[config.mk]
export PLATFORM = sky130hd
export DESIGN_NAME = time_adjust_top
export DESIGN_NICKNAME = d
export VERILOG_FILES = /design/src/rtc_map_pkg.sv /design/src/adjust_types_pkg.sv /design/src/bank_loader.sv /design/src/value_bank.sv /design/src/adjust_sequencer.sv /design/src/serial_write_port.sv /design/src/time_adjust_top.sv
export SDC_FILE = /design/constraint.sdc
export NUM_CORES = 1
export LEC_CHECK = 0
export BUFFER_PORTS_ARGS = -buffer_cell sky130_fd_sc_hd__buf_4
export CORE_MARGIN = 5
export CORE_UTILIZATION = 49
export DETAILED_ROUTE_END_ITERATION = 8
export PLACE_DENSITY = 0.65
export SLEW_MARGIN = 25
export SYNTH_ARGS = -nofsm -noshare
export SYNTH_HDL_FRONTEND = slang
export SYNTH_SLANG_ARGS = --single-unit
[constraint.sdc]
create_clock -name clk -period 5.2 [get_ports clk]
set_input_delay 1.04 -clock clk [delete_from_list [all_inputs] [get_ports clk]]
set_output_delay 1.04 -clock clk [all_outputs]
set_load 0.05 [all_outputs]
[src/rtc_map_pkg.sv]
package rtc_map_pkg;

  // Registers touched by one adjust run
  localparam int num_slots = 10;

  // Bits per serial frame, address byte then data byte
  localparam int frame_bits = 16;

  typedef logic [3:0] slot_addr_t;
  typedef logic [7:0] reg_addr_t;
  typedef logic [7:0] data_t;

  ////////////////////////////////////////////////////////////////////////
  // Slot to chip register address
  ////////////////////////////////////////////////////////////////////////
  // Time and date fields first, then the timer block
  function automatic reg_addr_t chip_addr_of(slot_addr_t slot);
    reg_addr_t addr;
    addr = 8'h00;
    if (slot >= 4'd1 && slot <= 4'd7) begin
      addr = 8'h20 + {4'h0, slot};
    end else if (slot >= 4'd8 && slot <= 4'd10) begin
      addr = 8'h41 + {4'h0, slot - 4'd8};
    end
    return addr;
  endfunction

endpackage

[src/adjust_types_pkg.sv]
package adjust_types_pkg;

  // Banks behind the loader: base, increment, decrement
  localparam int num_banks = 3;

  ////////////////////////////////////////////////////////////////////////
  // Host bank select code
  ////////////////////////////////////////////////////////////////////////
  typedef enum logic [1:0] {
    bank_base    = 2'd0,
    bank_inc     = 2'd1,
    bank_dec     = 2'd2,
    bank_illegal = 2'd3
  } bank_sel_t;

  ////////////////////////////////////////////////////////////////////////
  // Adjust sequencer states
  ////////////////////////////////////////////////////////////////////////
  typedef enum logic [2:0] {
    st_idle    = 3'd0,
    st_compute = 3'd1,
    st_write   = 3'd2,
    st_advance = 3'd3,
    st_finish  = 3'd4
  } seq_state_t;

endpackage

[src/bank_loader.sv]
`timescale 1ns/1ns

module bank_loader (
  input  logic                              clk,
  input  logic                              rst_n,
  input  logic                              load_strobe,
  input  adjust_types_pkg::bank_sel_t       load_bank,
  input  rtc_map_pkg::slot_addr_t           load_addr,
  input  rtc_map_pkg::data_t                load_data,
  input  logic                              busy,
  output logic [adjust_types_pkg::num_banks-1:0] bank_we,
  output rtc_map_pkg::slot_addr_t           wr_addr,
  output rtc_map_pkg::data_t                wr_data,
  output logic                              load_error
);
  import adjust_types_pkg::*;

  // Write address and data, captured on every strobe
  always_ff @(posedge clk) begin
    if (load_strobe) begin
      wr_addr <= load_addr;
      wr_data <= load_data;
    end
  end

  // One-hot enable, or an error pulse for a rejected write
  always_ff @(posedge clk) begin
    if (!rst_n) begin
      bank_we    <= '0;
      load_error <= 1'b0;
    end else begin
      bank_we    <= '0;
      load_error <= 1'b0;
      if (load_strobe) begin
        if (load_bank == bank_illegal || busy) begin
          load_error <= 1'b1;
        end else begin
          bank_we[load_bank] <= 1'b1;
        end
      end
    end
  end

  a_we_onehot : assert property (@(posedge clk) disable iff (!rst_n)
    $onehot0(bank_we));

endmodule

[src/value_bank.sv]
`timescale 1ns/1ns

module value_bank (
  input  logic                    clk,
  input  logic                    rst_n,
  input  logic                    we,
  input  rtc_map_pkg::slot_addr_t wr_addr,
  input  rtc_map_pkg::data_t      wr_data,
  input  rtc_map_pkg::slot_addr_t rd_addr,
  output rtc_map_pkg::data_t      rd_data
);
  import rtc_map_pkg::*;

  localparam int depth = 16;

  data_t mem [depth];

  ////////////////////////////////////////////////////////////////////////
  // Storage
  ////////////////////////////////////////////////////////////////////////
  // All entries start at zero so an unloaded slot adds nothing
  always_ff @(posedge clk) begin
    if (!rst_n) begin
      for (int i = 0; i < depth; i++) begin
        mem[i] <= '0;
      end
    end else if (we) begin
      mem[wr_addr] <= wr_data;
    end
  end

  // Read port, no register
  assign rd_data = mem[rd_addr];

endmodule

[src/adjust_sequencer.sv]
`timescale 1ns/1ns

module adjust_sequencer #(
  parameter int num_slots = rtc_map_pkg::num_slots
) (
  input  logic                    clk,
  input  logic                    rst_n,
  input  logic                    start,
  input  rtc_map_pkg::data_t      base_data,
  input  rtc_map_pkg::data_t      inc_data,
  input  rtc_map_pkg::data_t      dec_data,
  input  logic                    fin,
  output rtc_map_pkg::slot_addr_t rd_addr,
  output logic                    wr_req,
  output rtc_map_pkg::reg_addr_t  chip_addr,
  output rtc_map_pkg::data_t      chip_data,
  output logic                    busy,
  output logic                    done
);
  import rtc_map_pkg::*;
  import adjust_types_pkg::*;

  localparam slot_addr_t last_slot = slot_addr_t'(num_slots);

  seq_state_t state;
  seq_state_t next_state;
  slot_addr_t slot;

  ////////////////////////////////////////////////////////////////////////
  // Next state
  ////////////////////////////////////////////////////////////////////////
  always_comb begin
    next_state = state;
    case (state)
      st_idle: begin
        if (start) begin
          next_state = st_compute;
        end
      end
      st_compute: begin
        next_state = st_write;
      end
      st_write: begin
        // Hold here until the port has sent the frame
        if (fin) begin
          next_state = st_advance;
        end
      end
      st_advance: begin
        if (slot == last_slot) begin
          next_state = st_finish;
        end else begin
          next_state = st_compute;
        end
      end
      st_finish: begin
        next_state = st_finish;
      end
      default: begin
        next_state = st_idle;
      end
    endcase
  end

  ////////////////////////////////////////////////////////////////////////
  // State, slot counter and outputs
  ////////////////////////////////////////////////////////////////////////
  // Start low acts like reset, so an abort lands back in idle at slot 1
  always_ff @(posedge clk) begin
    if (!rst_n || !start) begin
      state     <= st_idle;
      slot      <= 4'd1;
      wr_req    <= 1'b0;
      chip_addr <= '0;
      chip_data <= '0;
      done      <= 1'b0;
    end else begin
      state <= next_state;
      case (state)
        st_compute: begin
          // Modulo 256, no BCD fixup and no carry into the next field
          chip_data <= base_data - dec_data + inc_data;
          chip_addr <= chip_addr_of(slot);
          wr_req    <= 1'b1;
        end
        st_write: begin
          if (fin) begin
            wr_req <= 1'b0;
          end
        end
        st_advance: begin
          chip_addr <= '0;
          chip_data <= '0;
          slot      <= slot + 4'd1;
          if (slot == last_slot) begin
            done <= 1'b1;
          end
        end
        default: begin
        end
      endcase
    end
  end

  // Banks are read only while the sum is being formed
  assign rd_addr = (state == st_compute) ? slot : '0;

  assign busy = (state == st_compute) || (state == st_write) || (state == st_advance);

  ////////////////////////////////////////////////////////////////////////
  // Checks
  ////////////////////////////////////////////////////////////////////////
  a_req_slot_range : assert property (@(posedge clk) disable iff (!rst_n)
    $rose(wr_req) |-> (slot != '0) && (slot <= last_slot));

  // Port shifts straight from these, they must hold for the whole frame
  a_req_payload_stable : assert property (@(posedge clk) disable iff (!rst_n)
    (wr_req && $past(wr_req)) |-> ($stable(chip_data) && $stable(chip_addr)));

endmodule

[src/serial_write_port.sv]
`timescale 1ns/1ns

module serial_write_port #(
  parameter int bit_div = 2
) (
  input  logic                   clk,
  input  logic                   rst_n,
  input  logic                   wr_req,
  input  rtc_map_pkg::reg_addr_t chip_addr,
  input  rtc_map_pkg::data_t     chip_data,
  output logic                   fin,
  output logic                   ser_cs_n,
  output logic                   ser_sck,
  output logic                   ser_sdo
);
  import rtc_map_pkg::*;

  localparam int div_w = $clog2(bit_div + 1);
  localparam int cnt_w = $clog2(frame_bits);

  logic [frame_bits-1:0] shreg;
  logic [div_w-1:0]      div_cnt;
  logic [cnt_w-1:0]      bit_cnt;
  logic                  active;
  logic                  half_tick;
  logic                  launch;

  // fin blocks a relaunch while wr_req is still high from the old frame
  assign launch    = !active && wr_req && !fin;
  assign half_tick = (div_cnt == div_w'(bit_div - 1));

  // MSB first, line parked low outside a frame
  assign ser_sdo = shreg[frame_bits-1] & ~ser_cs_n;

  always_ff @(posedge clk) begin
    if (launch) begin
      shreg <= {chip_addr, chip_data};
    end else if (active && half_tick && ser_sck) begin
      shreg <= {shreg[frame_bits-2:0], 1'b0};
    end
  end

  ////////////////////////////////////////////////////////////////////////
  // Frame timing
  ////////////////////////////////////////////////////////////////////////
  always_ff @(posedge clk) begin
    if (!rst_n) begin
      active   <= 1'b0;
      ser_cs_n <= 1'b1;
      ser_sck  <= 1'b0;
      fin      <= 1'b0;
      div_cnt  <= '0;
      bit_cnt  <= '0;
    end else begin
      fin <= 1'b0;
      if (launch) begin
        active   <= 1'b1;
        ser_cs_n <= 1'b0;
        div_cnt  <= '0;
        bit_cnt  <= '0;
      end else if (active && half_tick) begin
        div_cnt <= '0;
        ser_sck <= ~ser_sck;
        // Falling edge, next bit goes out
        if (ser_sck) begin
          bit_cnt <= bit_cnt + cnt_w'(1);
          if (bit_cnt == cnt_w'(frame_bits - 1)) begin
            active   <= 1'b0;
            ser_cs_n <= 1'b1;
            fin      <= 1'b1;
          end
        end
      end else if (active) begin
        div_cnt <= div_cnt + div_w'(1);
      end
    end
  end

  a_fin_after_frame : assert property (@(posedge clk) disable iff (!rst_n)
    fin |-> $past(active) && $past(!ser_cs_n));

endmodule

[src/time_adjust_top.sv]
`timescale 1ns/1ns

module time_adjust_top #(
  parameter int num_slots = rtc_map_pkg::num_slots,
  parameter int bit_div   = 2
) (
  input  logic                        clk,
  input  logic                        rst_n,
  input  logic                        start,
  input  logic                        load_strobe,
  input  adjust_types_pkg::bank_sel_t load_bank,
  input  rtc_map_pkg::slot_addr_t     load_addr,
  input  rtc_map_pkg::data_t          load_data,
  output logic                        ser_cs_n,
  output logic                        ser_sck,
  output logic                        ser_sdo,
  output logic                        done,
  output logic                        load_error,
  output logic                        busy
);
  import rtc_map_pkg::*;
  import adjust_types_pkg::*;

  logic [num_banks-1:0] bank_we;
  slot_addr_t           wr_addr;
  slot_addr_t           rd_addr;
  data_t                wr_data;
  data_t                bank_rd [num_banks];
  logic                 wr_req;
  logic                 fin;
  reg_addr_t            chip_addr;
  data_t                chip_data;

  bank_loader u_loader (
    .clk, .rst_n, .load_strobe, .load_bank, .load_addr, .load_data, .busy,
    .bank_we, .wr_addr, .wr_data, .load_error
  );

  ////////////////////////////////////////////////////////////////////////
  // Base, increment and decrement banks
  ////////////////////////////////////////////////////////////////////////
  for (genvar i = 0; i < num_banks; i++) begin : bank_g
    value_bank u_bank (
      .clk, .rst_n, .we(bank_we[i]), .wr_addr, .wr_data, .rd_addr,
      .rd_data(bank_rd[i])
    );
  end

  adjust_sequencer #(.num_slots(num_slots)) u_seq (
    .clk, .rst_n, .start,
    .base_data(bank_rd[bank_base]), .inc_data(bank_rd[bank_inc]),
    .dec_data(bank_rd[bank_dec]),
    .fin, .rd_addr, .wr_req, .chip_addr, .chip_data, .busy, .done
  );

  serial_write_port #(.bit_div(bit_div)) u_port (
    .clk, .rst_n, .wr_req, .chip_addr, .chip_data,
    .fin, .ser_cs_n, .ser_sck, .ser_sdo
  );

endmodule

[Word level (Yosys, flattened, before mapping)]
Memory sizes are Yosys's and may differ from the RTL's.
Cells that the tools add are included.
Storage, ports and cells
  flip-flop bits (word level): 67
  memory bits (writable): 384
  input port bits: 18
  output and inout bits: 6
  memories: 3
Memory list
  bank_g[0].u_bank.mem: depth 16, bits a word 8, read ports 1, clocked after memory_dff 0, wr ports 16, line value_bank.sv:16  | data_t mem [depth];
  bank_g[1].u_bank.mem: depth 16, bits a word 8, read ports 1, clocked after memory_dff 0, wr ports 16, line value_bank.sv:16
  bank_g[2].u_bank.mem: depth 16, bits a word 8, read ports 1, clocked after memory_dff 0, wr ports 16, line value_bank.sv:16
Cells by class
  add/sub/neg operators: 8
  magnitude comparators: 6
  equal/unequal tests: 10
  multiplexer cells: 44
  bitwise logic cells: 7
  reductions and logical operators: 36
Operator list (number)
  $mux 8: 5
  $mux 16: 2
  $pmux 8 s2: 2
  $mux 1: 25
  $reduce_or 8->1: 3
  $mux 4: 4
  $pmux 3 s5: 1
  $reduce_and 2->1: 6
  $reduce_bool 2->1: 6
  $mux 3: 3
  $add 4x1->4 const B: 2
  $add 7x4->8 const A: 1
  $add 8x8->8: 1
  $eq 4x4->1 const B: 2
  $sub 8x8->8: 1
  $add 6x4->7 const A: 1
  $logic_and 1x1->1: 7
  $eq 3x2->1 const B: 2
  $not 1->1: 6
  $reduce_or 3->1: 2
  $ge 4x1->1 const B: 1
  $ge 4x4->1 const B: 1
  $le 4x3->1 const B: 1
  $le 4x4->1 const B: 1
  other kinds (19): 25

[Logic depth before layout (Yosys ltp)]
An unclocked memory read counts as a cell.
  word-level depth: 6
  gate-level depth with buffers: 22
  mapped depth without buffers: 18

[By module]
Synthesis repeated with hierarchy kept, for this count alone.
Unflattened totals
  cell total of the unflattened synthesis: 1423
  area, all modules: 21033.9 um^2
Modules (own cells, without submodules)
  value_bank (bank_g[1].u_bank ...): times used 2, cells an instance 375, area an instance 5933.2 um^2, seq. area each 3843.7 um^2
  value_bank (bank_g[0].u_bank): times used 1, cells an instance 375, area an instance 5948.2 um^2, seq. area each 3843.7 um^2
  adjust_sequencer: times used 1, cells an instance 196, area an instance 1602.8 um^2, seq. area each 480.5 um^2
  serial_write_port: times used 1, cells an instance 80, area an instance 1137.3 um^2, seq. area each 680.7 um^2
  bank_loader: times used 1, cells an instance 22, area an instance 479.2 um^2, seq. area each 440.4 um^2

[Least setup slack after synthesis]
OpenSTA, ideal clock, no wires.
  path type: register to register
  from: register u_seq.slot[1]
  to: register u_seq.chip_data[7]
  data arrival time: 4.068 ns
  required time: 5.115 ns
  slack: 1.047 ns
  stages on the path, launching flop included: 19
  clock period less this slack: 4.153 ns
  cell sequence: dfxtp_1 > buf_2 > buf_2 > buf_2 > clkbuf_1 > mux2_2 > o221ai_1 > a21oi_1 > o21ai_0 > fa_1 > inv_1 > ha_1 > a21o_1 > a21oi_1 > a21oi_1 > o21ai_0 > nor2b_1 > xnor3_1 > o31ai_2
On the way
  longest elaborated chain between the ends: 5
  elaborated cells between the ends (all ways): 7
  classes of those cells: 2 x add/sub; 2 x mux; 3 x memory
RTL lines
  from (decl): line adjust_sequencer.sv:27  | slot_addr_t slot;
  from (signal assigned): line adjust_sequencer.sv:94  | slot <= slot + 4'd1;
  $mux 4 *: line adjust_sequencer.sv:106  | assign rd_addr = (state == st_compute) ? slot : '0;
  $mem_v2 16x8
  $sub 8x8->8: line adjust_sequencer.sv:82  | chip_data <= base_data - dec_data + inc_data;
  $add 8x8->8 *: line adjust_sequencer.sv:82
  $pmux 8 s2 *: line adjust_sequencer.sv:79  | case (state)
  to (signal assigned): line adjust_sequencer.sv:82
  to (decl): line adjust_sequencer.sv:16  | output rtc_map_pkg::data_t chip_data,
Mark *: on every way between the ends. The rest lies on a longest branch, timed or not.
A chain may end at the register's enable or synchronous reset.

[Worst setup path in the final report]
  from: register u_seq.state[2]
  to: register u_seq.chip_data[7]
On the way
  longest elaborated chain between the ends: 6
  elaborated cells between the ends (all ways): 10
  classes of those cells: 2 x add/sub; 2 x eq/ne; 2 x mux; 1 x reduce/logical; 3 x memory
RTL lines
  from (decl): line adjust_sequencer.sv:25  | seq_state_t state;
  from (signal assigned): line adjust_sequencer.sv:71  | state <= st_idle;
  from (signal assigned): line adjust_sequencer.sv:78  | state <= next_state;
  $eq 3x1->1: line adjust_sequencer.sv:79, adjust_sequencer.sv:106
  $mux 4: line adjust_sequencer.sv:106
  $mem_v2 16x8
  $sub 8x8->8: line adjust_sequencer.sv:82
  $add 8x8->8: line adjust_sequencer.sv:82
  $pmux 8 s2: line adjust_sequencer.sv:79
Parallel ways exist; a longest one is shown, timed or not.

==> impl_metrics.env <==
export IMPL_clk_pin_slew_ns=0.06
export IMPL_die_width_um=217.8
export IMPL_die_h_um=217.8
export IMPL_critPathKind="reg -> reg"
export IMPL_grt_pass1_wl_mm=82.81
export IMPL_drv_slew=0
export IMPL_totalWireLength_mm=54.54
export IMPL_cts_tree="done"
export IMPL_ioPinCount=24
export IMPL_ir_drop_mv=0.2954
export IMPL_ys_types=52
export IMPL_ctsHoldBuffers=0
export IMPL_status="finished clean"
export IMPL_synth_top_family_by_area="simple AND/OR/NAND/NOR gates"
export IMPL_hold_path_endpoint="u_seq.chip_data[5]"
export IMPL_clock_latency_ns=0.60
export IMPL_min_delay_start="u_seq.chip_data[5]"
export IMPL_r2r_cells=16
export IMPL_area_growth_pct=13.35
export IMPL_ys_ff_latch=450
export IMPL_cp_data_required_time_ns=5.69
export IMPL_final_hold_viol_count=0
export IMPL_slew_headroom_pct=31.31
export IMPL_multi_input_area_um2=7478
export IMPL_setup_viol=0
export IMPL_clk_path_buf_depth=3
export IMPL_cts_buffers=48
export IMPL_diodes=0
export IMPL_via_count=13400
export IMPL_hold_class="reg -> reg"
export IMPL_cpPeakStageDelay_ns=0.77
export IMPL_grt_pass1_vias=13470
export IMPL_dieArea_um2=47430
export IMPL_synth_edf_count=412
export IMPL_seq_area_frac_synth_pct=62.07
export IMPL_coreArea_um2=42890
export IMPL_synth_top_flop_cell="edfxtp_1"
export IMPL_timing_final_crit_share_pct=89.60
export IMPL_synthXorXnorAreaFrac_pct=0.6032
export IMPL_r2r_end="u_seq.chip_data[7]"
export IMPL_p_per_area_nw_per_um2=340.6
export IMPL_syn_area_um2=21160
export IMPL_drtIter0Drc=1483
export IMPL_grt_ovfl_total=0
export IMPL_cts_setup_buffers=0
export IMPL_hpwl_mm=34.55
export IMPL_synthMuxAreaShare_pct=8.942
export IMPL_r2r_slack_ns=0.54
export IMPL_fmax_mhz=214.6
export IMPL_drc=0
export IMPL_pwr_share_comb_pct=6.2
export IMPL_max_slew_worst_pin_slew_ns=1.027
export IMPL_crit_fanout=16
export IMPL_finalNetCount=1738
export IMPL_finalSetupTns_ns=0
export IMPL_finalPower_w=0.008168
export IMPL_synth_compound_area_share_pct=6.050
export IMPL_synthesis_instances=1658
export IMPL_p_switching_w=0.001823
export IMPL_power_frac_seq_pct=50.2
export IMPL_drive_above_1_share_pct=15.94
export IMPL_r2r_start="u_seq.state[2]"
export IMPL_cts_num_sinks=450
export IMPL_fin_skew_ns=0.03280
export IMPL_leakagePower_nw=8.728
export IMPL_worstPathCellList="nor2_1, nand3_1, buf_4, nand2_1, nand3_1, nand2_1, fa_1, inv_1, ha_1, a21oi_1, nand4b_1, a21oi_1, o21ai_0, nor2b_1, xnor3_1, o31ai_2"
export IMPL_synth_avg_cell_area_um2=12.76
export IMPL_sw_frac_of_total_pct=22.31
export IMPL_yosysWarnings=0
export IMPL_ff_latch_area_um2=13140
export IMPL_cp_start_kind="register"
export IMPL_end_kind="register"
export IMPL_cts_resized_gates=0
export IMPL_grt_util_all_layers_pct=23.09
export IMPL_synth_nets=1697
export IMPL_period_needed_ns=4.659
export IMPL_yosys_area_share_adder_pct=1.490
export IMPL_antenna_found_initial=1
export IMPL_drtPass1Iterations=6
export IMPL_internal_power_w=0.006346
export IMPL_htreeDepth=2
export IMPL_n_fill_cell=3505
export IMPL_ant_nets=0
export IMPL_synthSimpleGateAreaFrac_pct=18.00
export IMPL_clockRootBuffer="clkbuf_16"
export IMPL_std_cell_rows=76
export IMPL_portBuffers=23
export IMPL_grt_max_degree=62
export IMPL_rsz0062_at_grt="no"
export IMPL_arrival_ns=5.15
export IMPL_crit_slowest_cell="nand3_1"
export IMPL_cap_violations=0
export IMPL_async_reset_ff_share_pct=0
export IMPL_vias_per_cell=5.770
export IMPL_globalplace_congestion=0.8639
export IMPL_p_clk_share_pct=43.6
export IMPL_wl_per_cell_um=23.48
export IMPL_min_path_cells=2
export IMPL_initial_core_util_pct=49.33
-- metal layers --
layer	GRT usage, %	wire length [µm]
met4	8.667	2098
met1	31.59	22710
met5	0	0
met3	3.998	3684
met2	37.42	26050
-- kinds of logic after synthesis --
logic type               after synthesis
AO/OA/AOI/OAI                        204
XOR/XNOR                              13
adder cells (fa/ha/maj)               21
buffers and inverters                144
flip-flops                           450
multiplexers                         125
AND/OR/NAND/NOR                      701
-- cells in the final DEF (no fill, tap or decap), types with 5 or more instances in the layout --
cell type	n
nand3_1	28
a22oi_1	6
a21oi_1	46
clkbuf_16	50
a221oi_1	8
nand2_1	132
a31oi_1	15
mux2i_1	45
inv_1	18
nor2_1	96
clkinv_1	6
xor2_1	5
bufinv_16	6
o21ai_0	64
nor2b_1	12
mux2_2	32
clkbuf_1	12
fa_1	7
a32oi_1	14
o221ai_1	5
xnor2_1	7
buf_4	112
nor3_1	10
and2_1	387
a211o_1	5
and3_1	8
a211oi_1	6
mux4_2	48
clkinv_2	8
ha_1	14
edfxtp_1	412
o2bb2ai_1	8
o22ai_1	16
dfxtp_1	37
-- layout make-up --
type	count	area share (%)
flip-flops and latches	450	54.78
multi-input cells	1064	31.19
clock buffers	66	5.635
repair buffers	115	3.757
well taps	585	3.052
clock inverters	23	1.278
inverters	20	0.3131
-- critical path: cells and delay by family (launching register included) --
kind	cells	cell delay, ns
adders and majority gates	2	0.70
DFF	1	0.50
AOI/OAI and AO/OA	4	0.60
xor gates and xnor gates	1	0.41
and+or+nand+nor	7	1.80
buffers and inverters	2	0.54
-- power groups by stage --
stage	Combinational [W]	Sequential (W)	Clock, W
floorplan	0.000296	0.00415	0
finish	0.000509	0.00410	0.00356
global placement	0.000496	0.00417	0
detailed placement	0.000505	0.00417	0
CTS	0.000507	0.00410	0.00361
global route	0.000546	0.00411	0.00377
-- sequential cells by signal, indices dropped and copies added, names as in the netlist --
register,count
bank_g.u_bank.mem,384
u_loader.bank_we,3
u_loader.load_error,1
u_loader.wr_addr,4
u_loader.wr_data,8
u_port.active,1
u_port.bit_cnt,4
u_port.div_cnt,2
u_port.fin,1
u_port.ser_cs_n,1
u_port.ser_sck,1
u_port.shreg,16
u_seq.chip_addr,7
u_seq.chip_data,8
u_seq.done,1
u_seq.slot,4
u_seq.state,3
u_seq.wr_req,1
-- worst max-delay path by stage --
stage | cells after the start | to | startpoint
global placement | 15 | u_seq.chip_data[6] | u_seq.state[2]
finish | 16 | u_seq.chip_data[7] | u_seq.state[2]
floorplan | 18 | u_seq.chip_data[7] | u_seq.slot[1]
detailed placement | 15 | u_seq.chip_data[6] | u_seq.state[2]
CTS | 16 | u_seq.chip_data[7] | u_seq.state[2]
global route | 19 | u_seq.chip_data[6] | u_seq.state[2]
-- through the flow --
step | setup WS [ns] | utilization (%) | cells | hold WS [ns] | area [µm²]
global route | 0.2243 | 55.92 | 2323 | 0.4880 | 23980
finish | 0.5407 | 55.92 | 2323 | 0.4559 | 23980
floorplan | 1.047 | - | 1658 | 0.4284 | 21160
detailed placement | 0.5908 | 52.05 | 2234 | 0.4460 | 22320
global placement | 0.7142 | 52.05 | 2234 | 0.4366 | 22320
CTS | 0.5933 | 55.92 | 2323 | 0.4555 | 23980
-- Yosys cell counts (12+ instances only) --
master | number | area, µm²
buf_2 | 21 | 105.1
nand2_1 | 132 | 495.5
ha_1 | 14 | 175.2
nor2b_1 | 12 | 75.07
and2_1 | 387 | 2421
dfxtp_1 | 38 | 760.7
mux2i_1 | 45 | 450.4
a31oi_1 | 15 | 93.84
a32oi_1 | 14 | 122.6
edfxtp_1 | 412 | 12370
o22ai_1 | 16 | 100.1
mux4_2 | 48 | 1081
a21oi_1 | 46 | 230.2
clkbuf_1 | 87 | 326.6
o21ai_0 | 64 | 320.3
nor2_1 | 96 | 360.4
mux2_2 | 32 | 360.4
inv_1 | 18 | 67.56
nand3_1 | 28 | 140.1
Note: power is estimated with default switching activity, not from simulation.
